## src/source/mam_pkg.sv

```systemverilog
// Shared widths, vector typedefs, bus and command structs and FSM state enums
package mam_pkg;

  ////////////////////////////////////////////////////////////////////////////
  // Widths
  ////////////////////////////////////////////////////////////////////////////

  // Word address and data width of the memory bus
  localparam int unsigned ADDR_W = 16;
  localparam int unsigned DATA_W = 32;

  typedef logic [ADDR_W-1:0] word_addr_t;
  typedef logic [DATA_W-1:0] data_t;

  // Burst length encoded as word count minus one, so 0 means one word
  typedef logic [3:0] burst_len_t;

  ////////////////////////////////////////////////////////////////////////////
  // Bus and command payloads
  ////////////////////////////////////////////////////////////////////////////

  // Request payload of one bus cycle, 50 bits
  typedef struct packed {
    word_addr_t addr;
    data_t      wdata;
    logic       we;
    logic       lock;
  } bus_req_t;

  // Response of one bus cycle, 33 bits
  typedef struct packed {
    data_t rdata;
    logic  err;
  } bus_rsp_t;

  // Debug command, wdata is the fill value of a write burst, 53 bits
  typedef struct packed {
    word_addr_t addr;
    burst_len_t len;
    logic       we;
    data_t      wdata;
  } mam_cmd_t;

  // Arbiter ownership states
  typedef enum logic [1:0] {ARB_IDLE, ARB_MAM, ARB_CPU} arb_state_e;

  // Command engine states
  typedef enum logic [2:0] {
    ENG_IDLE, ENG_LOCK, ENG_REQ, ENG_WAIT_ACK, ENG_RELEASE, ENG_DONE
  } eng_state_e;

endpackage

```

## src/source/mam_bus_arbiter.sv

```systemverilog
// Lock-based arbiter and request/response multiplexer for debug engine and CPU
`timescale 1ns/1ps

module mam_bus_arbiter import mam_pkg::*; (
  input  logic     apb4_in_clk_i,
  input  logic     rst_n_i,
  // Debug engine master
  input  logic     mam_req_i,
  input  bus_req_t mam_bus_i,
  output logic     mam_ack_o,
  output bus_rsp_t mam_rsp_o,
  // CPU master
  input  logic     cpu_req_i,
  input  bus_req_t cpu_bus_i,
  output logic     cpu_ack_o,
  output bus_rsp_t cpu_rsp_o,
  // Memory target
  output logic     mem_req_o,
  output bus_req_t mem_bus_o,
  input  logic     mem_ack_i,
  input  bus_rsp_t mem_rsp_i
);

  arb_state_e state;
  arb_state_e state_next;

  logic grant_mam;
  logic grant_cpu;

  ////////////////////////////////////////////////////////////////////////////
  // Ownership FSM
  ////////////////////////////////////////////////////////////////////////////

  always_ff @(posedge apb4_in_clk_i or negedge rst_n_i) begin
    if (!rst_n_i) begin
      state <= ARB_IDLE;
    end else begin
      state <= state_next;
    end
  end

  // Debug side wins from idle; an owner stays while its lock is high
  always_comb begin
    state_next = ARB_IDLE;
    unique case (state)
      ARB_IDLE: begin
        if (mam_bus_i.lock) begin
          state_next = ARB_MAM;
        end else if (cpu_bus_i.lock) begin
          state_next = ARB_CPU;
        end
      end
      ARB_MAM: begin
        if (mam_bus_i.lock) begin
          state_next = ARB_MAM;
        end
      end
      ARB_CPU: begin
        // Waiting debug lock takes over without passing through idle
        if (cpu_bus_i.lock) begin
          state_next = ARB_CPU;
        end else if (mam_bus_i.lock) begin
          state_next = ARB_MAM;
        end
      end
      default: state_next = ARB_IDLE;
    endcase
  end

  // Grant decoded from the state register
  assign grant_mam = (state == ARB_MAM);
  assign grant_cpu = (state == ARB_CPU);

  ////////////////////////////////////////////////////////////////////////////
  // Request path toward memory
  ////////////////////////////////////////////////////////////////////////////

  // Ungranted master is held off, nothing reaches memory from idle
  assign mem_req_o = (grant_mam && mam_req_i) || (grant_cpu && cpu_req_i);
  assign mem_bus_o = grant_cpu ? cpu_bus_i : (grant_mam ? mam_bus_i : '0);

  ////////////////////////////////////////////////////////////////////////////
  // Response path back to the masters
  ////////////////////////////////////////////////////////////////////////////

  assign mam_ack_o = grant_mam && mem_ack_i;
  assign mam_rsp_o = grant_mam ? mem_rsp_i : '0;

  assign cpu_ack_o = grant_cpu && mem_ack_i;
  assign cpu_rsp_o = grant_cpu ? mem_rsp_i : '0;

endmodule

```

## config.mk

```make
export PLATFORM = sky130hd
export DESIGN_NAME = mam_bus_arbiter
export DESIGN_NICKNAME = d
export VERILOG_FILES = /design/src/source/mam_pkg.sv /design/src/source/mam_bus_arbiter.sv
export SDC_FILE = /design/constraint.sdc
export NUM_CORES = 1
export LEC_CHECK = 0
export BUFFER_PORTS_ARGS = -buffer_cell sky130_fd_sc_hd__buf_2
export CELL_PAD_IN_SITES_DETAIL_PLACEMENT = 1
export CELL_PAD_IN_SITES_GLOBAL_PLACEMENT = 2
export CORE_MARGIN = 2
export CORE_UTILIZATION = 10
export CTS_CLUSTER_SIZE = 40
export DETAILED_ROUTE_END_ITERATION = 6
export MAX_ROUTING_LAYER = met4
export PLACE_DENSITY_LB_ADDON = 0.1
export SLEW_MARGIN = 20
export SYNTH_ARGS = -nofsm -noshare
export SYNTH_HDL_FRONTEND = slang
export SYNTH_SLANG_ARGS = --single-unit
```

## constraint.sdc

```tcl
create_clock -name apb4_in_clk_i -period 1.25 [get_ports apb4_in_clk_i]
set_clock_uncertainty 0.05 [all_clocks]
set_input_delay 0.25 -clock apb4_in_clk_i [delete_from_list [all_inputs] [get_ports apb4_in_clk_i]]
set_output_delay 0.25 -clock apb4_in_clk_i [all_outputs]
set_load 0.1 [all_outputs]
```

==> metrics <==
failing checks=negative setup slack; Max Fclk=542.0 MHz; vias in the first global route=2482; Largest stage delay, worst path=0.39 ns; Port Buf Inserts=256; max reg flops=2; DR vias/cell=4.144; Power, Total=4.310 mW; I/O pin cnt=257; pins over their slew limit=0; PD cells=804.8 mW/mm2; post-synthesis mux area share=0; Setup Total Neg Slack=-65.23 ns; Ant. Diodes=0; TritonCTS Buffers=3; Mapped Nets=284; peak supply drop=486.1 uV; Combinational Power Share=0.925; crit path capture type=primary output; r2r setup slk=0.08 ns; largest net degree at the start of global routing=43; P_int=1.886 mW; setup violators final=119; Placeable Area=0.01075 mm2; hpwl dp=7771 um; outcome=finished with violations; Startpoint Class=flip-flop; worst skew pair latency=0.21 ns; leakage=2.607 nW; htree depth=1; Top reg by flops=state; worst slack, placed=-0.3674 ns; sequential area share after synthesis=0.04582; relative slew slack=0.8928; Layout area overhead=390.3%; max cap viols=0; Sw Pwr=2.423 mW; CP Cell Sequence=nor2b_4 > buf_12 > buf_12 > buf_12 > a22o_4 > buf_12; Worst Slack Setup Final=-0.5951 ns; synth unique cells=13; share of cells above drive strength 1=0.9855; detailed-route wire length=9677 um; fin crit share=1.476; Net Sw Frac=0.5623; XOR/XNOR Fraction of Synth Area=0; Nets=554; Req. time, crit path=0.95 ns; Arrival @ worst endpoint=1.55 ns; hold crit path type=in2reg; CP max FO=10; CP max-delay cell=dfrtp_1; clock power share=0.058; CTS tree=yes; commonest non-fill, non-tap cell in the layout=buf_2; global route total overflow=0; Post-Synth Simple-Gate Area=0.4181; clock net sink count=2; Syn Area/Cell=7.481 um2; synthesized area=0.001092 mm2; Final Hold Viols=0; initial antenna violation count=0; most used cell, CP=buf_12; worst slew pin tran=0.1609 ns; min cycle time layout=1.845 ns; Setup CP Type=reg2out; DIE HEIGHT=108.5 um; Compound-Gate Fraction of Synth Area=0.4204; RSZ-0062 raised after global routing=true; Pre-antenna DRT Iters=3; Vias=2296; Die X=108.5 um; Initial Util=0.1017; Worst Path Buf+Inv=4; # rows=38; Final GP Congestion=0.7742; Yosys reg bits=2; CTS root buf=clkbuf_8; dominant combinational cell family by area after synthesis=compound AO/OA/AOI/OAI gates; first-pass GRT wire length=13090 um; Post-route DRC=0; Largest regs=state: 2 flops; total die area=0.01178 mm2; Post-Synth Adder-Cell Area=0; Yosys warnings=0; most frequent cells in the layout=buf_2 (137), buf_12 (127), and2_4 (68); clk slew on worst S/H paths=0.03 ns; cells after synthesis=146; GRT Resource Usage Total=0.1460; CP delay by family, top=buffers and inverters; Antenna Violating Nets Remaining=0; Initial DRC Count=42; worst-case clock buffer depth=2; drt wl/cell=17.47 um; Seq pwr share=0.017
-- per-layer routing --
metal	up-vias	GRT usage	wire length, um	share of wire
li1	1071	-	-	-
met3	4	0.03134	778	0.080
met5	-	-	0	0
met1	1085	0.1495	3435	0.35
met4	0	0.02564	68	0.0070
met2	136	0.2853	5394	0.56
-- layout make-up --
cell class | instances | area, um2
Sequential cell | 2 | 51.30
Inverter | 1 | 3.754
Tap cell | 140 | 175.2
Timing Repair Buffer | 283 | 3551
Fill cell | 1119 | 5390
Multi-Input combinational cell | 125 | 1533
Clock buffer | 3 | 41.29
-- cells in the mapped netlist (all sizes together) --
library cell | count | area share
a21boi | 1 | 0.0069
a22o | 51 | 0.41
and2 | 69 | 0.40
and2b | 1 | 0.0092
buf | 15 | 0.10
clkbuf | 3 | 0.010
dfrtp | 2 | 0.046
inv | 1 | 0.0034
nor2b | 2 | 0.014
o21ai | 1 | 0.0046
-- what timing repair did --
action,CTS,global route
hold buffers,1,0
gates cloned,1,8
resized for setup,3,9
hold endpoints to repair,2,0
pin swaps,3,4
setup endpoints to repair,119,119
setup buffers,4,3
-- stage by stage --
stage	instance area, um2	utilization	std cells	hold slack (ns)
3_3_place_gp	4960	0.4616	534	-0.009642
3_5_place_dp	4960	0.4616	534	-0.008153
2_1_floorplan	1713	-	146	-0.09559
5_1_grt	5355	0.4984	554	0.2123
6_report	5355	0.4984	554	0.1963
4_1_cts	5090	0.4737	543	0.2099
-- power by group through the flow --
stage	sequential, mW	clock [mW]	combinational (mW)
2_1_floorplan	0.0735	0	2.35
3_3_place_gp	0.0744	0	3.78
3_5_place_dp	0.0752	0	3.81
4_1_cts	0.0754	0.258	3.87
5_1_grt	0.0761	0.262	4.10
6_report	0.0753	0.250	3.98
-- logic make-up after synthesis --
group | Yosys count
buffers and inverters | 19
and+or+nand+nor | 72
AOI/OAI and AO/OA | 53
DFF | 2
-- worst paths after layout --
check / start / end / cells past startpoint
min reg2reg: state[1] / state[1] / 2
max: state[0] / mem_bus_o[7] / 6
max reg2reg: state[0] / state[1] / 5
max in group asynchronous: rst_n_i / state[1] / 2
min: mam_bus_i[0] / state[1] / 2
min in group asynchronous: rst_n_i / state[0] / 2
Power figures use the tool's default switching activity.
