**src/source/mam_pkg.sv**
```systemverilog
// Shared widths, vector typedefs, bus and command structs and FSM state enums
package mam_pkg;

  ////////////////////////////////////////////////////////////////////////////
  // Widths
  ////////////////////////////////////////////////////////////////////////////

  // Word address and data width of the memory bus
  localparam int unsigned ADDR_W = 16;
  localparam int unsigned DATA_W = 32;

  typedef logic [ADDR_W-1:0] word_addr_t;
  typedef logic [DATA_W-1:0] data_t;

  // Burst length encoded as word count minus one, so 0 means one word
  typedef logic [3:0] burst_len_t;

  ////////////////////////////////////////////////////////////////////////////
  // Bus and command payloads
  ////////////////////////////////////////////////////////////////////////////

  // Request payload of one bus cycle, 50 bits
  typedef struct packed {
    word_addr_t addr;
    data_t      wdata;
    logic       we;
    logic       lock;
  } bus_req_t;

  // Response of one bus cycle, 33 bits
  typedef struct packed {
    data_t rdata;
    logic  err;
  } bus_rsp_t;

  // Debug command, wdata is the fill value of a write burst, 53 bits
  typedef struct packed {
    word_addr_t addr;
    burst_len_t len;
    logic       we;
    data_t      wdata;
  } mam_cmd_t;

  // Arbiter ownership states
  typedef enum logic [1:0] {ARB_IDLE, ARB_MAM, ARB_CPU} arb_state_e;

  // Command engine states
  typedef enum logic [2:0] {
    ENG_IDLE, ENG_LOCK, ENG_REQ, ENG_WAIT_ACK, ENG_RELEASE, ENG_DONE
  } eng_state_e;

endpackage

```
**src/source/mam_rdata_fifo.sv**
```systemverilog
// Show-ahead circular FIFO holding burst read data for the debug host
`timescale 1ns/1ps

module mam_rdata_fifo import mam_pkg::*; #(
  parameter int unsigned FIFO_DEPTH = 4
) (
  input  logic  apb4_in_clk_i,
  input  logic  rst_n_i,
  input  logic  push_i,
  input  data_t push_data_i,
  input  logic  pop_i,
  output logic  full_o,
  output logic  valid_o,
  output data_t data_o
);

  // Index width, pointers carry one extra wrap bit
  localparam int unsigned AW = $clog2(FIFO_DEPTH);

  data_t       mem [FIFO_DEPTH];
  logic [AW:0] wptr;
  logic [AW:0] rptr;
  logic        empty;
  logic        do_push;
  logic        do_pop;

  // Same index with different wrap bit means full
  assign empty   = (wptr == rptr);
  assign full_o  = (wptr[AW] != rptr[AW]) && (wptr[AW-1:0] == rptr[AW-1:0]);

  // Push on full and pop on empty are dropped
  assign do_push = push_i && !full_o;
  assign do_pop  = pop_i && !empty;

  always_ff @(posedge apb4_in_clk_i or negedge rst_n_i) begin
    if (!rst_n_i) begin
      wptr <= '0;
      rptr <= '0;
    end else begin
      if (do_push) begin
        wptr <= wptr + 1'b1;
      end
      if (do_pop) begin
        rptr <= rptr + 1'b1;
      end
    end
  end

  always_ff @(posedge apb4_in_clk_i) begin
    if (do_push) begin
      mem[wptr[AW-1:0]] <= push_data_i;
    end
  end

  // Head word visible as soon as it is stored
  assign valid_o = !empty;
  assign data_o  = mem[rptr[AW-1:0]];

endmodule

```
**config.mk**
```make
export PLATFORM = sky130hd
export DESIGN_NAME = mam_rdata_fifo
export DESIGN_NICKNAME = d
export VERILOG_FILES = /design/src/source/mam_pkg.sv /design/src/source/mam_rdata_fifo.sv
export SDC_FILE = /design/constraint.sdc
export NUM_CORES = 1
export LEC_CHECK = 0
export BUFFER_PORTS_ARGS = -buffer_cell sky130_fd_sc_hd__buf_2
export CAP_MARGIN = 20
export CELL_PAD_IN_SITES_DETAIL_PLACEMENT = 1
export CELL_PAD_IN_SITES_GLOBAL_PLACEMENT = 2
export CORE_AREA = 10 10 171 93
export DETAILED_ROUTE_END_ITERATION = 8
export DIE_AREA = 0 0 181 103
export MAX_ROUTING_LAYER = met4
export PLACE_DENSITY_LB_ADDON = 0.1
export REMOVE_ABC_BUFFERS = 1
export SLEW_MARGIN = 25
export SYNTH_ARGS = -nofsm -noshare
export SYNTH_HDL_FRONTEND = slang
export SYNTH_SLANG_ARGS = --single-unit
```
**constraint.sdc**
```tcl
create_clock -name apb4_in_clk_i -period 3 [get_ports apb4_in_clk_i]
set_clock_uncertainty 0.2 [all_clocks]
set_input_delay 0.3 -clock apb4_in_clk_i [delete_from_list [all_inputs] [get_ports apb4_in_clk_i]]
set_output_delay 0.3 -clock apb4_in_clk_i [all_outputs]
set_load 0.005 [all_outputs]
```
==> metrics.md, run 1 <==
| Metric | Value |
|---|---|
| Outcome | complete, no violations |
| Die X | 181 um |
| CTS Buf Count | 17 |
| Pin count of the biggest net entering global routing | 38 |
| Max incr delay on CP | 620 ps |
| Vias in the first global route | 2863 |
| Worst R2R Setup Slack | 580 ps |
| Critical-path maximum fanout | 35 |
| Initial drt markers | 129 |
| Root Buffer | clkbuf_16 |
| Sequential area share after synthesis | 78.81% |
| Crit path launch type | flop |
| GR Layer Usage met3 | 3.329% |
| Worst vdd ir | 0.3753 mV |
| Area leader, netlist | edfxtp_1 |
| Port Buf Inserts | 69 |
| Worst hold path type | in -> async |
| Crit path capture type | primary output |
| Crit path arrival time | 2130 ps |
| Synth top area cells | edfxtp_1 76%, mux4_2 14%, dfrtp_1 3.0% |
| Slowest cell on crit path | mux4_2 |
| Crit Path Category | reg -> out |
| Die ar. | 18640 um^2 |
| Pleak | 2.303 nW |
| Final worst slack | 374.2 ps |
| Die Y | 103 um |
| Max Cap Viol | 0 |
| Worst Setup SP | rptr[0] |
| Share of cells above drive strength 1 | 40.52% |
| Worst-skew pair later-pin latency | 410 ps |
| Yosys cell types | 20 |
| Wire length per cell | 20.63 um |
| RSZ-0062 raised after global routing | false |
| Initial core utilization | 38.68% |
| Post-detail-place hpwl | 6580 um |
| First-pass GRT wire length | 17330 um |
| Drt via density | 4.849 |
| Initial antenna violation count | 0 |
| Most used routing layer | met2 |
| Cells after Synth | 215 |
| Dpl ws | 638.2 ps |
| Total power | 0.006562 W |
| Net Sw Frac | 28.85% |
| Num rows | 30 |
| Clock power frac | 31.4% |
| Grt met2 use | 18.58% |
| Leading cell type in the layout, fill and taps excluded | edfxtp_1 |
| Fin. max-slew vios | 0 |
| Pwr Density | 995.2 nW/um^2 |
| Design area | 6594 um^2 |
| CP Cell Sequence | buf_4 -> mux4_2 -> buf_2 |
| Commonest cells after routing, fill and taps aside | 128 x edfxtp_1, 69 x buf_2, 35 x dlygate4sd3_1 |
| Hold Slack | 43.63 ps |
| Syn_area_per_cell | 23.57 um^2 |
| Number of synthesized register bits | 134 |
| Io pins | 70 |
| Slew at the pin closest to its max-slew limit | 881.7 ps |
| Syn. warnings | 0 |
| Period utilization | 87.53% |
| TritonRoute pass-1 iters | 5 |
| Global placer's final weighted congestion | 0.7353 |
| Clock transition at the registers of the reported paths | 60 ps |
| Reg-to-Reg Start | wptr[1] |
| Nets | 376 |
| Core Util, Final | 50.33% |
| Final Setup Violations | 0 |
| CTS max path bufs | 2 |
| Post-Place Cell Area | 5653 um^2 |
| Gr usage total | 12.70% |
| Clock Sinks | 134 |
| H-Tree Depth | 4 |
| Max Fclk | 0.3808 GHz |
| Resized Gates After CTS | 0 |
| Final Hold Fails | 0 |
| DRC viols | 0 |
| Met1 Use GR | 16.91% |
| Diode count | 0 |
| Cell-internal power | 0.004669 W |
| Post-Syn Area | 5067 um^2 |
| Post-synth top area share | 75.85% |
| Layout area overhead | 30.12% |
| Combinational share of power | 28.5% |
| CP Data Required Time | 2500 ps |
| Antenna violation net count after detailed routing | 0 |
| Seq pwr share | 40.1% |
| Gr ovfl total | 0 |
| Final Critical Period | 2626 ps |
| DR vias | 2541 |
| CTS tree | done |
| Final Routed Wirelength | 10810 um |
| Core area | 13100 um^2 |
| Rel. slew slack | 41.22% |
| Net Sw Power | 0.001894 W |
==> cell usage after synthesis (all sizes together) <==
library cell    n
edfxtp        128
mux4           32
buf             7
dfrtp           6
ha              5
xnor2           5
a21oi           4
inv             4
o31ai           4
xor2            4
and3            3
a211oi          2
a31oi           2
nand2           2
nand2b          2
nand3           2
clkbuf          1
mux2i           1
o311ai          1
==> critical path, delay by kind of cell, from the launching register on <==
kind                   cells  cell delay (ps)
buffers and inverters      2              730
muxes                      1              620
DFF                        1              360
==> flip-flops by register name (all words and copies together) (netlist names) <==
name,cells
mem,128
rptr,3
wptr,3
==> metal layers <==
| layer | share of wire (%) | wire length, um | up-vias |
|---|---|---|---|
| met5 | 0 | 0 | - |
| met4 | 1.1 | 114 | 0 |
| met3 | 3.8 | 412 | 14 |
| met2 | 44 | 4744 | 60 |
| met1 | 51 | 5537 | 1313 |
| li1 | - | - | 1154 |
==> cells by family after synthesis <==
family	share of synthesized area, %
buffers and inverters	1.309
and+or+nand+nor	0.9630
AOI/OAI and AO/OA	1.704
DFF	78.81
xor gates and xnor gates	1.555
muxes	14.42
adders and majority gates	1.235
==> per-stage QoR <==
stage,instances,setup TNS [ps]
after floorplan,207,-94800
after CTS,524,0
after detailed placement,457,0
after global placement,457,0
after global routing,524,0
final,524,0
==> timing repair <==
action	in CTS	in global routing
buffers inserted	0	0
setup endpoints to repair	0	0
hold buffers	35	0
endpoints found under the hold margin	136	0
==> power by group through the flow <==
stage	clock (W)	sequential, W	combinational, W
2_1_floorplan	0	0.00278	0.000959
3_3_place_gp	0	0.00266	0.00188
3_5_place_dp	0	0.00267	0.00189
4_1_cts	0.00210	0.00264	0.00193
5_1_grt	0.00220	0.00267	0.00207
6_report	0.00206	0.00263	0.00187
==> final timing paths <==
check                         endpoint  cells after the start
setup / recovery             data_o[2]                      3
hold / removal                 rptr[2]                      2
setup reg to reg            mem[2][12]                      3
hold reg to reg                rptr[2]                      1
max in group asynchronous      rptr[0]                      2
min in group apb4_in_clk_i     rptr[2]                      1
==> layout make-up <==
cell class                      instances  area, um^2
Sequential cell                       134        3996
Timing Repair Buffer                  109       745.7
Multi-Input combinational cell         69        1026
Clock inverter                         13       157.7
Fill cell                            1191        6506
Inverter                                4       15.01
Tap cell                              176       220.2
Clock buffer                           19       432.9
Power figures use the tool's default switching activity.
==> inputs of run 2 (changes only) <==
--- a/config.mk
+++ b/config.mk
@@ -9,9 +9,9 @@
 export CAP_MARGIN = 20
 export CELL_PAD_IN_SITES_DETAIL_PLACEMENT = 1
 export CELL_PAD_IN_SITES_GLOBAL_PLACEMENT = 2
-export CORE_AREA = 10 10 171 93
+export CORE_AREA = 10 10 158 87
 export DETAILED_ROUTE_END_ITERATION = 8
-export DIE_AREA = 0 0 181 103
+export DIE_AREA = 0 0 168 97
 export MAX_ROUTING_LAYER = met4
 export PLACE_DENSITY_LB_ADDON = 0.1
 export REMOVE_ABC_BUFFERS = 1
==> constraint.sdc (replaced) <==
create_clock -name apb4_in_clk_i -period 3.3 [get_ports apb4_in_clk_i]
set_clock_uncertainty 0.2 [all_clocks]
set_input_delay 0.33 -clock apb4_in_clk_i [delete_from_list [all_inputs] [get_ports apb4_in_clk_i]]
set_output_delay 0.33 -clock apb4_in_clk_i [all_outputs]
set_load 0.005 [all_outputs]
==> run 2 against run 1 <==
Net effect:
- global-route usage up 0.44 points
- die area down 13%
- largest cell class unchanged
- critical endpoint is now data_o[26]
- clock power about the same
- worst setup slack gained 280 ps
- combinational power down 13%
- critical path depth unchanged
- first-iteration DRC count grew 12%
- worst hold slack got worse by 6.4 ps
- register-to-register slack better by 270 ps
- via count shrank 0.35%
- utilization rose by 10 points
- largest power group unchanged
- sequential share of layout area increased by 0.13 points
==> metrics.md, run 2 (same netlist as run 1, synthesis figures left out) <==
| Metric | Value |
|---|---|
| RSZ-0062 raised after global routing | false |
| Port Buf Inserts | 69 |
| CTS Buf Count | 17 |
| Worst-skew pair later-pin latency | 410 ps |
| Wire length per cell | 20.78 um |
| Dpl ws | 859.9 ps |
| Slew at the pin closest to its max-slew limit | 892.2 ps |
| Gr ovfl total | 0 |
| Min-delay src | push_i |
| Crit path launch type | flop |
| Pwr Density | 921.8 nW/um^2 |
| Crit path capture type | primary output |
| Worst vdd ir | 0.6198 mV |
| Final Hold Fails | 0 |
| Register area | 3996 um^2 |
| Met1 Use GR | 15.12% |
| Worst Setup SP | rptr[0] |
| Num rows | 27 |
| Design area | 6580 um^2 |
| Drt via density | 5.178 |
| Post-Place Cell Area | 5599 um^2 |
| H-Tree Depth | 4 |
| Most used routing layer | met2 |
| Clock transition at the registers of the reported paths | 60 ps |
| Final worst slack | 650.8 ps |
| Crit-path leading delay family | buffers and inverters |
| Io pins | 70 |
| Initial core utilization | 46.73% |
| TritonRoute pass-1 iters | 4 |
| Slowest cell on crit path | mux4_2 |
| Final Critical Period | 2649 ps |
| First-pass GRT wire length | 15990 um |
| Area of the multi-input gates | 1026 um^2 |
| Max Fclk | 0.3775 GHz |
| Max reg flops | 128 |
| Root Buffer | clkbuf_16 |
| Rel. slew slack | 40.52% |
| CTS tree | done |
| DR vias | 2532 |
| Outcome | complete, no violations |
| Initial antenna violation count | 0 |
| Reg-to-Reg Start | wptr[0] |
| Leading cell type in the layout, fill and taps excluded | edfxtp_1 |
| Worst hold path type | in -> reg |
| Layout area overhead | 29.85% |
| DRC viols | 0 |
| Fill cells | 929 |
| Gr usage total | 13.14% |
| Post-detail-place hpwl | 6106 um |
| Fin. max-slew vios | 0 |
| Worst path bufs/invs | 2 |
| Max Cap Viol | 0 |
| Pin count of the biggest net entering global routing | 38 |
| Share of cells above drive strength 1 | 41.28% |
| Critical-path maximum fanout | 35 |
| Diode count | 0 |
| Core area | 10840 um^2 |
| Crit Path Category | reg -> out |
| Post-CTS Setup Bufs | 0 |
| Period utilization | 80.28% |
| Final Routed Wirelength | 10160 um |
| Global placer's final weighted congestion | 0.7689 |
| Commonest cells after routing, fill and taps aside | 128 x edfxtp_1, 69 x buf_2, 33 x dlygate4sd3_1 |
| Initial drt markers | 145 |
| Nets | 372 |
| CTS max path bufs | 2 |
| Final Setup Violations | 0 |
| Die X | 168 um |
| Crit path arrival time | 2120 ps |
| CP Data Required Time | 2770 ps |
| Post-CTS Hold Fix Bufs | 33 |
| Die Y | 97 um |
| Grt met2 use | 21.19% |
| Antenna violation net count after detailed routing | 0 |
| Resized Gates After CTS | 0 |
| Clock Sinks | 134 |
| CP Cell Sequence | buf_4 -> mux4_2 -> buf_2 |
| Vias in the first global route | 2892 |
| GR Layer Usage met3 | 4.434% |
| Max incr delay on CP | 610 ps |
| Pleak | 2.311 nW |
| Die ar. | 16300 um^2 |
## run 2: changes by cell type in the layout (fill, tap and decap cells not counted), sizes merged
cell and delta:
inv +3, clkbuf -2, buf -2, bufinv +2, clkinv -4, dlygate4sd3 -2
clkinvlp +1
## run 2: final timing paths
path                                   end  slack [ps]  depth (start not counted)
worst max-delay path            data_o[26]         650                          3
worst min-delay path               wptr[0]          40                          3
worst max register to register  mem[0][15]         850                          3
worst min register to register     rptr[2]         350                          1
max in group asynchronous          rptr[0]        2650                          2
min in group asynchronous          wptr[1]          80                          2
## run 2: cell type report
class | instances | area share [%]
clock buffer | 17 | 6.465
clock inverter | 15 | 3.423
timing repair buffer | 105 | 10.80
inverter | 4 | 0.2282
multi-input combinational | 69 | 15.59
sequential | 134 | 60.73
tap | 145 | 2.757
## run 2: worst min-delay path: stages
cell and delay [ps]:
buf_2 130, o31ai_1 80, xnor2_1 60
## run 2: where the power goes
group	leakage, nW	total [W]	internal (W)	switching, W
sequential	1.24	0.00239	0.00228	0.000116
combinational	0.762	0.00162	0.000754	0.000871
clock	0.306	0.00205	0.00134	0.000705
## run 2: through the flow
stage | TNS (ps) | util, % | power [W] | instances | hold WS, ps
final | 0 | 60.68 | 0.006066 | 489 | 37.25
after global routing | 0 | 60.68 | 0.006384 | 489 | 38.62
after CTS | 0 | 60.68 | 0.006176 | 489 | 24.58
after detailed placement | 0 | 51.63 | 0.004080 | 424 | -29.62
after floorplan | -56100 | - | 0.003395 | 207 | -165.6
after global placement | 0 | 51.63 | 0.004039 | 424 | -33.82
## run 2: routing by layer
metal	share of wire, %	wire length, um
met5	0	0
met4	1.2	124
met3	4.0	407
met2	52	5285
met1	43	4345
