`src/source/mam_pkg.sv`:
```
// Shared widths, vector typedefs, bus and command structs and FSM state enums
package mam_pkg;

  ////////////////////////////////////////////////////////////////////////////
  // Widths
  ////////////////////////////////////////////////////////////////////////////

  // Word address and data width of the memory bus
  localparam int unsigned ADDR_W = 16;
  localparam int unsigned DATA_W = 32;

  typedef logic [ADDR_W-1:0] word_addr_t;
  typedef logic [DATA_W-1:0] data_t;

  // Burst length encoded as word count minus one, so 0 means one word
  typedef logic [3:0] burst_len_t;

  ////////////////////////////////////////////////////////////////////////////
  // Bus and command payloads
  ////////////////////////////////////////////////////////////////////////////

  // Request payload of one bus cycle, 50 bits
  typedef struct packed {
    word_addr_t addr;
    data_t      wdata;
    logic       we;
    logic       lock;
  } bus_req_t;

  // Response of one bus cycle, 33 bits
  typedef struct packed {
    data_t rdata;
    logic  err;
  } bus_rsp_t;

  // Debug command, wdata is the fill value of a write burst, 53 bits
  typedef struct packed {
    word_addr_t addr;
    burst_len_t len;
    logic       we;
    data_t      wdata;
  } mam_cmd_t;

  // Arbiter ownership states
  typedef enum logic [1:0] {ARB_IDLE, ARB_MAM, ARB_CPU} arb_state_e;

  // Command engine states
  typedef enum logic [2:0] {
    ENG_IDLE, ENG_LOCK, ENG_REQ, ENG_WAIT_ACK, ENG_RELEASE, ENG_DONE
  } eng_state_e;

endpackage

```
`src/source/mam_cmd_engine.sv`:
```
// Debug command engine issuing locked word bursts and collecting read data
`timescale 1ns/1ps

module mam_cmd_engine import mam_pkg::*; (
  input  logic       apb4_in_clk_i,
  input  logic       rst_n_i,
  // Debug host command handshake
  input  logic       cmd_req_i,
  input  mam_cmd_t   cmd_i,
  output logic       cmd_ack_o,
  output logic       cmd_err_o,
  // Bus master side toward the arbiter
  output logic       bus_req_o,
  output bus_req_t   bus_o,
  input  logic       bus_ack_i,
  input  bus_rsp_t   bus_rsp_i,
  // Read data toward the FIFO
  input  logic       fifo_full_i,
  output logic       push_o,
  output data_t      push_data_o
);

  eng_state_e state;
  logic       lock_q;
  logic       req_q;
  logic       ack_q;
  logic       err_q;

  // Burst payload, loaded at command start
  word_addr_t cur_addr;
  burst_len_t remaining;
  data_t      wdata_q;
  logic       we_q;

  logic cmd_start;
  logic can_issue;
  logic word_ok;
  logic word_err;

  // New command accepted from idle
  assign cmd_start = (state == ENG_IDLE) && cmd_req_i;
  // Previous ack gone, and a read needs room in the FIFO
  assign can_issue = (state == ENG_REQ) && !bus_ack_i && (we_q || !fifo_full_i);
  // Ack of the current word, split by response status
  assign word_ok   = (state == ENG_WAIT_ACK) && bus_ack_i && !bus_rsp_i.err;
  assign word_err  = (state == ENG_WAIT_ACK) && bus_ack_i && bus_rsp_i.err;

  ////////////////////////////////////////////////////////////////////////////
  // Control FSM
  ////////////////////////////////////////////////////////////////////////////

  always_ff @(posedge apb4_in_clk_i or negedge rst_n_i) begin
    if (!rst_n_i) begin
      state  <= ENG_IDLE;
      lock_q <= 1'b0;
      req_q  <= 1'b0;
      ack_q  <= 1'b0;
      err_q  <= 1'b0;
    end else begin
      unique case (state)
        ENG_IDLE: begin
          // Lock goes up first, req follows after one cycle
          if (cmd_start) begin
            lock_q <= 1'b1;
            state  <= ENG_LOCK;
          end
        end
        ENG_LOCK: state <= ENG_REQ;
        ENG_REQ: begin
          // Stalls here with lock held on a full FIFO
          if (can_issue) begin
            req_q <= 1'b1;
            state <= ENG_WAIT_ACK;
          end
        end
        ENG_WAIT_ACK: begin
          if (bus_ack_i) begin
            req_q <= 1'b0;
            if (word_err) begin
              err_q <= 1'b1;
              state <= ENG_RELEASE;
            end else if (remaining == '0) begin
              state <= ENG_RELEASE;
            end else begin
              state <= ENG_REQ;
            end
          end
        end
        ENG_RELEASE: begin
          // Lock drops only once the last ack is low
          if (!bus_ack_i) begin
            lock_q <= 1'b0;
            state  <= ENG_DONE;
          end
        end
        ENG_DONE: begin
          if (!ack_q) begin
            ack_q <= 1'b1;
          end else if (!cmd_req_i) begin
            ack_q <= 1'b0;
            err_q <= 1'b0;
            state <= ENG_IDLE;
          end
        end
        default: state <= ENG_IDLE;
      endcase
    end
  end

  // Burst address and word count
  always_ff @(posedge apb4_in_clk_i) begin
    if (cmd_start) begin
      cur_addr  <= cmd_i.addr;
      remaining <= cmd_i.len;
      wdata_q   <= cmd_i.wdata;
      we_q      <= cmd_i.we;
    end else if (word_ok && remaining != '0) begin
      cur_addr  <= cur_addr + 1'b1;
      remaining <= remaining - 1'b1;
    end
  end

  assign cmd_ack_o   = ack_q;
  assign cmd_err_o   = err_q;
  assign bus_req_o   = req_q;
  assign bus_o       = '{addr: cur_addr, wdata: wdata_q, we: we_q, lock: lock_q};

  // Each good read word goes to the FIFO on its ack cycle
  assign push_o      = word_ok && !we_q;
  assign push_data_o = bus_rsp_i.rdata;

endmodule

```
`config.mk`:
```
export PLATFORM = sky130hd
export DESIGN_NAME = mam_cmd_engine
export DESIGN_NICKNAME = d
export VERILOG_FILES = /design/src/source/mam_pkg.sv /design/src/source/mam_cmd_engine.sv
export SDC_FILE = /design/constraint.sdc
export NUM_CORES = 1
export LEC_CHECK = 0
export ABC_AREA = 0
export BUFFER_PORTS_ARGS = -buffer_cell sky130_fd_sc_hd__buf_2
export CORE_MARGIN = 8
export CORE_UTILIZATION = 43
export DETAILED_ROUTE_END_ITERATION = 10
export GPL_TIMING_DRIVEN = 1
export HOLD_SLACK_MARGIN = 0.08
export PLACE_DENSITY_LB_ADDON = 0.15
export SYNTH_ARGS = -nofsm -noshare
export SYNTH_HDL_FRONTEND = slang
export SYNTH_SLANG_ARGS = --single-unit
```
`constraint.sdc`:
```
create_clock -name apb4_in_clk_i -period 3.55 [get_ports apb4_in_clk_i]
set_clock_uncertainty 0.05 [all_clocks]
set_input_delay 0.71 -clock apb4_in_clk_i [delete_from_list [all_inputs] [get_ports apb4_in_clk_i]]
set_output_delay 0.71 -clock apb4_in_clk_i [all_outputs]
set_load 0.05 [all_outputs]
```
==> flow_summary_export.csv, run 1 <==
group,metric,value,unit
timing,min_period,2.59,ns
routing,top_layer,"met4",
clocking,cts_tree,"done",
status,outcome,"finished, final reports clean",
routing,drc_errors,0,
global_route,grt_usage,14.0,%
synthesis,synth_edf_count,53,
routing,postRouteAntennaNets,0,
worst_setup_path,startpoint_type,"flop",
global_route,gr-total-overflow,0,
worst_setup_path,crit_path_max_incr_delay,0.62,ns
timing,worst_pin_slew,0.559,ns
synthesis,synth_seq_cells,60,
synthesis,synth_cell_types,35,
finish,layout.nets,406,
routing,drt_iter0_drc,61,
worst_setup_path,path_buf_inv,2,
worst_setup_path,critPathRequiredTime,3.57,ns
global_route,grt_pass1_vias,1894,
finish,final_area,0.00334,mm^2
floorplanning,core_area,0.00631,mm^2
synthesis,synth_top_area_share,57.2,%
routing,dr_total_vias,1914,
place,numPortBuffers,112,
global_route,grt_pass1_wl,9850,um
synthesis,yosys_warnings,0,
worst_setup_path,critical_path.slowest_cell,"dfrtp_1",
timing,setup_viol,0,
routing,wirelength,6550,um
timing,timing.hold.ws,0.166,ns
clocking,ctsLongestPathBuffers,2,
floorplanning,die_area,0.00930,mm^2
synthesis,postSynthAreaPerCell,12.2,um^2
clocking,post_cts_buffers,0,
timing,post-route-period-util,72.9,%
place,placed_cell_area,0.00318,mm^2
finish,antenna_cells,0,
power,power_frac_seq,45.9,%
timing,fmax,0.387,GHz
power,pwr-share-clk,22.3,%
run,maxCapViolations,0,
power,power,2.27,mW
routing,dr.pass1.iters,4,
synthesis,yosysTopAreaCell,"edfxtp_1",
synthesis,netlist_area,0.00278,mm^2
clocking,cts_sinks,60,
finish,syn_to_final_growth,20.0,%
worst_setup_path,crit_chain,"or4b_1, clkinv_2, buf_4, a211o_1",
place,place_congestion,0.752,
worst_setup_path,worstPathArrival,2.61,ns
floorplanning,num_io_pins,177,
routing,wl_met2,2900,um
power,swShare,39.0,%
place,hpwl,4950,um
worst_setup_path,critical_path_class,"reg2reg",
power,power_switching,0.884,mW
clocking,clk_pin_slew,0.07,ns
synthesis,synthArstFlopShare,11.7,%
worst_setup_path,cp_top_family,"buffers and inverters",
clocking,worstSkewPairLatency,0.32,ns
hold_path,worstHoldPathType,"in2async",
routing,drt-met1-wl,2720,um
floorplanning,die_w,96.4,um
global_route,antenna_found_initial,0,
timing,setup_tns,0,ns
worst_setup_path,worstSetupEndpointType,"flop",
timing,drv_slew,0,
clocking,ctsHoldBuffers,0,
power,p_leak,1.36,nW
clocking,numCtsBuffers,9,
timing,hold_violations,0,
synthesis,synth_cells,228,
power,intPower,1.38,mW
timing,relSlewSlack,62.7,%
routing,viasPerCell,4.85,
power,p_per_area,678,mW/mm^2
timing,rsz0062_at_grt,"no",
routing,wl_met3,761,um
worst_setup_path,critPathMaxFanout,30,
synthesis,ys_top_cells_by_area,"edfxtp_1 (57%), buf_4 (9.4%), dfrtp_1 (6.3%), xnor2_1 (3.5%), nand2_1 (3.2%)",
synthesis,synth_nets,321,
synthesis,seq_area_frac_synth,63.5,%
clocking,postCtsResizedCells,0,
clocking,root_buffer,"clkbuf_8",
clocking,h-tree-depth,3,
synthesis,synth-main-ff-cell,"edfxtp_1",
power,p_comb_share,31.8,%
floorplanning,die_h,96.4,um
floorplanning,rows,29,
floorplanning,start_util,44.1,%
routing,routedWlPerCell,16.6,um
finish,drive_gt1_share,41.8,%
global_route,grt_start_max_net_pins,31,
power,peakVddDrop,0.274,mV
## final cells by class
| type | instances | area (um^2) |
|---|---|---|
| Inverter | 6 | 23.8 |
| Multi-Input combinational cell | 121 | 711 |
| Clock inverter | 6 | 31.3 |
| Timing Repair Buffer | 115 | 583 |
| Sequential cell | 60 | 1770 |
| Fill cell | 593 | 2970 |
| Clock buffer | 10 | 128 |
| Tap cell | 77 | 96.3 |
## flip-flops by register name, indices dropped and copies added, names as in the netlist
name       count
cmd_ack_o      1
bus_req_o      1
cur_addr      16
we_q           1
wdata_q       32
state          3
lock_q         1
cmd_err_o      1
remaining      4
## worst paths after layout
kind	startpoint	end	cells after the start	slack (ns)
worst min-delay path	rst_n_i	bus_req_o$_DFFE_PN0P_	1	0.17
worst min register to register	bus_req_o$_DFFE_PN0P_	bus_req_o$_DFFE_PN0P_	2	0.47
worst max-delay path	state[0]$_DFFE_PN0P_	cur_addr[14]$_DFFE_PP_	4	0.96
max in group asynchronous	rst_n_i	state[0]$_DFFE_PN0P_	1	3.11
worst max register to register	state[0]$_DFFE_PN0P_	cur_addr[14]$_DFFE_PP_	4	0.96
min in group apb4_in_clk_i	bus_req_o$_DFFE_PN0P_	bus_req_o$_DFFE_PN0P_	2	0.47
## logic make-up (layout without fill, tap and decap cells)
logic type | count (synthesis) | in the layout | share of synthesized area [%]
adders and majority gates | 2 | 2 | 0.899
DFF | 60 | 60 | 63.5
AOI/OAI and AO/OA | 35 | 35 | 7.60
xor gates and xnor gates | 14 | 14 | 4.41
muxes | 2 | 2 | 0.764
buffers and inverters | 47 | 137 | 11.5
and+or+nand+nor | 68 | 68 | 11.4
## layout by cell type (no fill, tap or decap), types with 2 or more instances in the layout
cell type	n
buf_2	112
edfxtp_1	53
nand2_1	24
nor2_1	14
o21ai_0	14
xnor2_1	11
a21oi_1	10
nand3_1	9
clkbuf_8	9
dfrtp_1	7
nor3_1	6
inv_1	5
clkinv_2	5
and3_1	4
nand4_1	3
xor2_1	3
nor2b_1	3
buf_4	3
nor4_1	2
a31oi_1	2
ha_1	2
## power by group through the flow
stage               combinational (mW)  sequential (mW)  clock [mW]
floorplan                        0.362             1.32           0
global placement                 0.721             1.05           0
detailed placement               0.734             1.05           0
CTS                              0.735             1.04       0.526
global route                     0.782             1.06       0.551
finish                           0.721             1.04       0.505
## synthesized netlist by cell type (4+ instances only)
cell type / count
edfxtp_1: 53
nor2_1: 14
dfrtp_1: 7
inv_1: 5
o21ai_0: 14
buf_4: 35
nor3_1: 6
nand2_1: 24
and3_1: 4
nand3_1: 9
xnor2_1: 11
a21oi_1: 10
## metal layers
| layer | vias up | track usage, % |
|---|---|---|
| li1 | 951 | - |
| met1 | 867 | 17.6 |
| met2 | 80 | 20.9 |
| met3 | 16 | 4.71 |
| met4 | 0 | 7.44 |
| met5 | - | 0 |
## metrics by stage
stage / std cells / worst slack [ns] / utilization, %
floorplan: 228 / 0.394 / -
detailed placement: 379 / 0.689 / 50.4
CTS: 395 / 0.901 / 52.9
global route: 395 / 0.722 / 52.9
finish: 395 / 0.964 / 52.9
global placement: 379 / 0.753 / 50.4
## worst reg2reg max path, stage by stage, from the launching register on
cell	delay (ns)
dfrtp_1	0.62
or4b_1	0.55
clkinv_2	0.48
buf_4	0.35
a211o_1	0.29
No activity file was read; power rests on OpenSTA's default activity.
==> inputs of run 2 (changes only) <==
Settings changed: ABC_AREA 0 to 1.
Clock period 3.55 ns to 2.4 ns, I/O delays scaled along.
==> flow_summary_export.csv, run 2 <==
group,metric,value,unit
status,outcome,"finished, final reports clean",
routing,wirelength,6700,um
synthesis,synth_cell_types,22,
synthesis,netlist_area,0.00293,mm^2
global_route,grt_usage,14.2,%
finish,fin_util,52.7,%
global_route,grt_start_max_net_pins,41,
place,dpl.cell_count,444,
worst_setup_path,critical_path_class,"reg2out",
synthesis,synth_seq_cells,60,
timing,post-route-period-util,87.2,%
synthesis,synth_cells,287,
floorplanning,die_area,0.00970,mm^2
synthesis,yosys_warnings,0,
worst_setup_path,worstSetupEndpointType,"output port",
synthesis,yosysTopAreaCell,"edfxtp_1",
global_route,antenna_found_initial,1,
finish,fin_cells,460,
clocking,cts_sinks,60,
floorplanning,die_w,98.5,um
routing,drc_errors,0,
timing,drv_slew,0,
timing,relSlewSlack,67.7,%
power,p_per_area,1270,mW/mm^2
floorplanning,num_io_pins,177,
worst_setup_path,crit_path_max_incr_delay,0.45,ns
synthesis,synthArstFlopShare,11.7,%
clocking,clk_pin_slew,0.07,ns
worst_setup_path,critical_path.slowest_cell,"dfrtp_1",
routing,postRouteAntennaNets,0,
clocking,cts_tree,"done",
synthesis,seq_area_frac_synth,60.4,%
floorplanning,rows,30,
synthesis,synth_nets,380,
run,maxCapViolations,0,
finish,top_regs,"wdata_q: 32 flops, cur_addr: 16 flops, remaining: 4 flops",
clocking,ctsHoldBuffers,1,
place,place_congestion,0.833,
clocking,root_buffer,"clkbuf_8",
routing,dr_total_vias,2161,
worst_setup_path,critPathMaxFanout,6,
timing,setup_viol,0,
worst_setup_path,worstPathArrival,1.56,ns
synthesis,yosysMostFrequentCell,"nand2_1",
finish,layout.nets,469,
timing,rsz0062_at_grt,"no",
worst_setup_path,startpoint_type,"flop",
place,hpwl,5080,um
timing,hold_violations,0,
finish,drive_gt1_share,38.2,%
synthesis,synth_edf_count,53,
synthesis,synth_top_area_share,54.4,%
clocking,ctsLongestPathBuffers,2,
worst_setup_path,crit_chain,"nand2_1, nor2_4, nand2_1, nor3_1, buf_2",
clocking,numCtsBuffers,9,
synthesis,synth-main-ff-cell,"edfxtp_1",
finish,regMostFlops,"wdata_q",
place,pre_cts_ws,0.470,ns
finish,largest_reg_flops,32,
finish,syn_to_final_growth,20.3,%
routing,routedWlPerCell,14.6,um
clocking,h-tree-depth,3,
floorplanning,core_area,0.00668,mm^2
floorplanning,die_h,98.5,um
power,p_leak,1.61,nW
worst_setup_path,critPathRequiredTime,1.87,ns
floorplanning,start_util,43.8,%
finish,final_common_cell,"buf_2",
synthesis,postSynthAreaPerCell,10.2,um^2
hold_path,worstHoldPathType,"in2reg",
synthesis,ys_top_cells_by_area,"edfxtp_1 (54%), nand2_1 (11%), buf_4 (9.2%), dfrtp_1 (6.0%), nand3_1 (3.1%)",
global_route,gr-total-overflow,0,
finish,layout_common_cells,"buf_2 (112), nand2_1 (85), edfxtp_1 (53), inv_1 (22), nand3_1 (18)",
worst_setup_path,cp_top_family,"simple AND/OR/NAND/NOR gates",
power,power,4.48,mW
finish,antenna_cells,0,
timing,worst_pin_slew,0.485,ns
power,peakVddDrop,0.690,mV
worst_setup_path,crit_top_cell,"nand2_1",
timing,setup_tns,0,ns
routing,dr.pass1.iters,4,
worst_setup_path,path_buf_inv,1,
timing,min_period,2.09,ns
routing,viasPerCell,4.70,
timing,fin_ws,0.307,ns
global_route,grt_pass1_wl,10900,um
clocking,worstSkewPairLatency,0.33,ns
place,numPortBuffers,112,
finish,num-fill-cells,633,
synthesis,yosys-top-cells-count,"nand2_1 (85), edfxtp_1 (53), buf_4 (36), inv_1 (22), nand3_1 (18)",
global_route,grt_pass1_vias,2283,
clocking,postCtsResizedCells,0,
clocking,post_cts_buffers,0,
timing,fmax,0.478,GHz
routing,drt_iter0_drc,69,
-- run 2: path summary, 6_finish.rpt --
path,start,end,slack (ns),depth (start not counted)
max in group asynchronous,rst_n_i,lock_q$_DFFE_PN0P_,1.68,2
max,state[1]$_DFFE_PN0P_,push_o,0.31,5
max reg2reg,state[1]$_DFFE_PN0P_,wdata_q[15]$_DFFE_PP_,0.49,4
min reg2reg,bus_req_o$_DFFE_PN0P_,bus_req_o$_DFFE_PN0P_,0.44,2
min,cmd_i[21],wdata_q[21]$_DFFE_PP_,0.27,1
min in group asynchronous,rst_n_i,state[0]$_DFFE_PN0P_,0.46,2
-- run 2: logic make-up (layout without fill, tap and decap cells) --
logic type / count (synthesis) / in the layout / share of synthesized area, %
flops: 60 / 60 / 60.4
compound gates: 19 / 19 / 3.33
buf+inv: 64 / 157 / 12.9
simple gates: 134 / 134 / 20.1
fa+ha+maj: 2 / 2 / 0.855
xor+xnor: 8 / 8 / 2.39
-- run 2: through the flow --
stage / area (um^2) / hold slack (ns)
floorplan: 2930 / 0.134
global placement: 3330 / 0.275
finish: 3520 / 0.274
global route: 3520 / 0.253
CTS: 3520 / 0.257
detailed placement: 3330 / 0.273
-- run 2: where the power goes --
part           total (mW)  internal [mW]  switching, mW
clock               0.845          0.464          0.380
combinational        1.89          0.463           1.43
sequential           1.75           1.55          0.202
total                4.48           2.48           2.01
-- run 2: routing by layer --
metal	vias up	wire length (um)	share of wire, %	GRT usage [%]
met5	-	13	0.19	0
met4	2	87	1.3	6.26
met3	18	500	7.5	5.43
met2	65	3380	51	24.9
met1	990	2710	40	14.6
li1	1086	-	-	-
-- run 2: layout make-up --
cell class | count | area, um^2 | share of cell area, %
Inverter | 26 | 97.6 | 2.77
Clock inverter | 6 | 56.3 | 1.60
Multi-Input combinational cell | 163 | 782 | 22.2
Sequential cell | 60 | 1770 | 50.2
Clock buffer | 9 | 124 | 3.52
Tap cell | 80 | 100 | 2.84
Timing Repair Buffer | 116 | 593 | 16.9
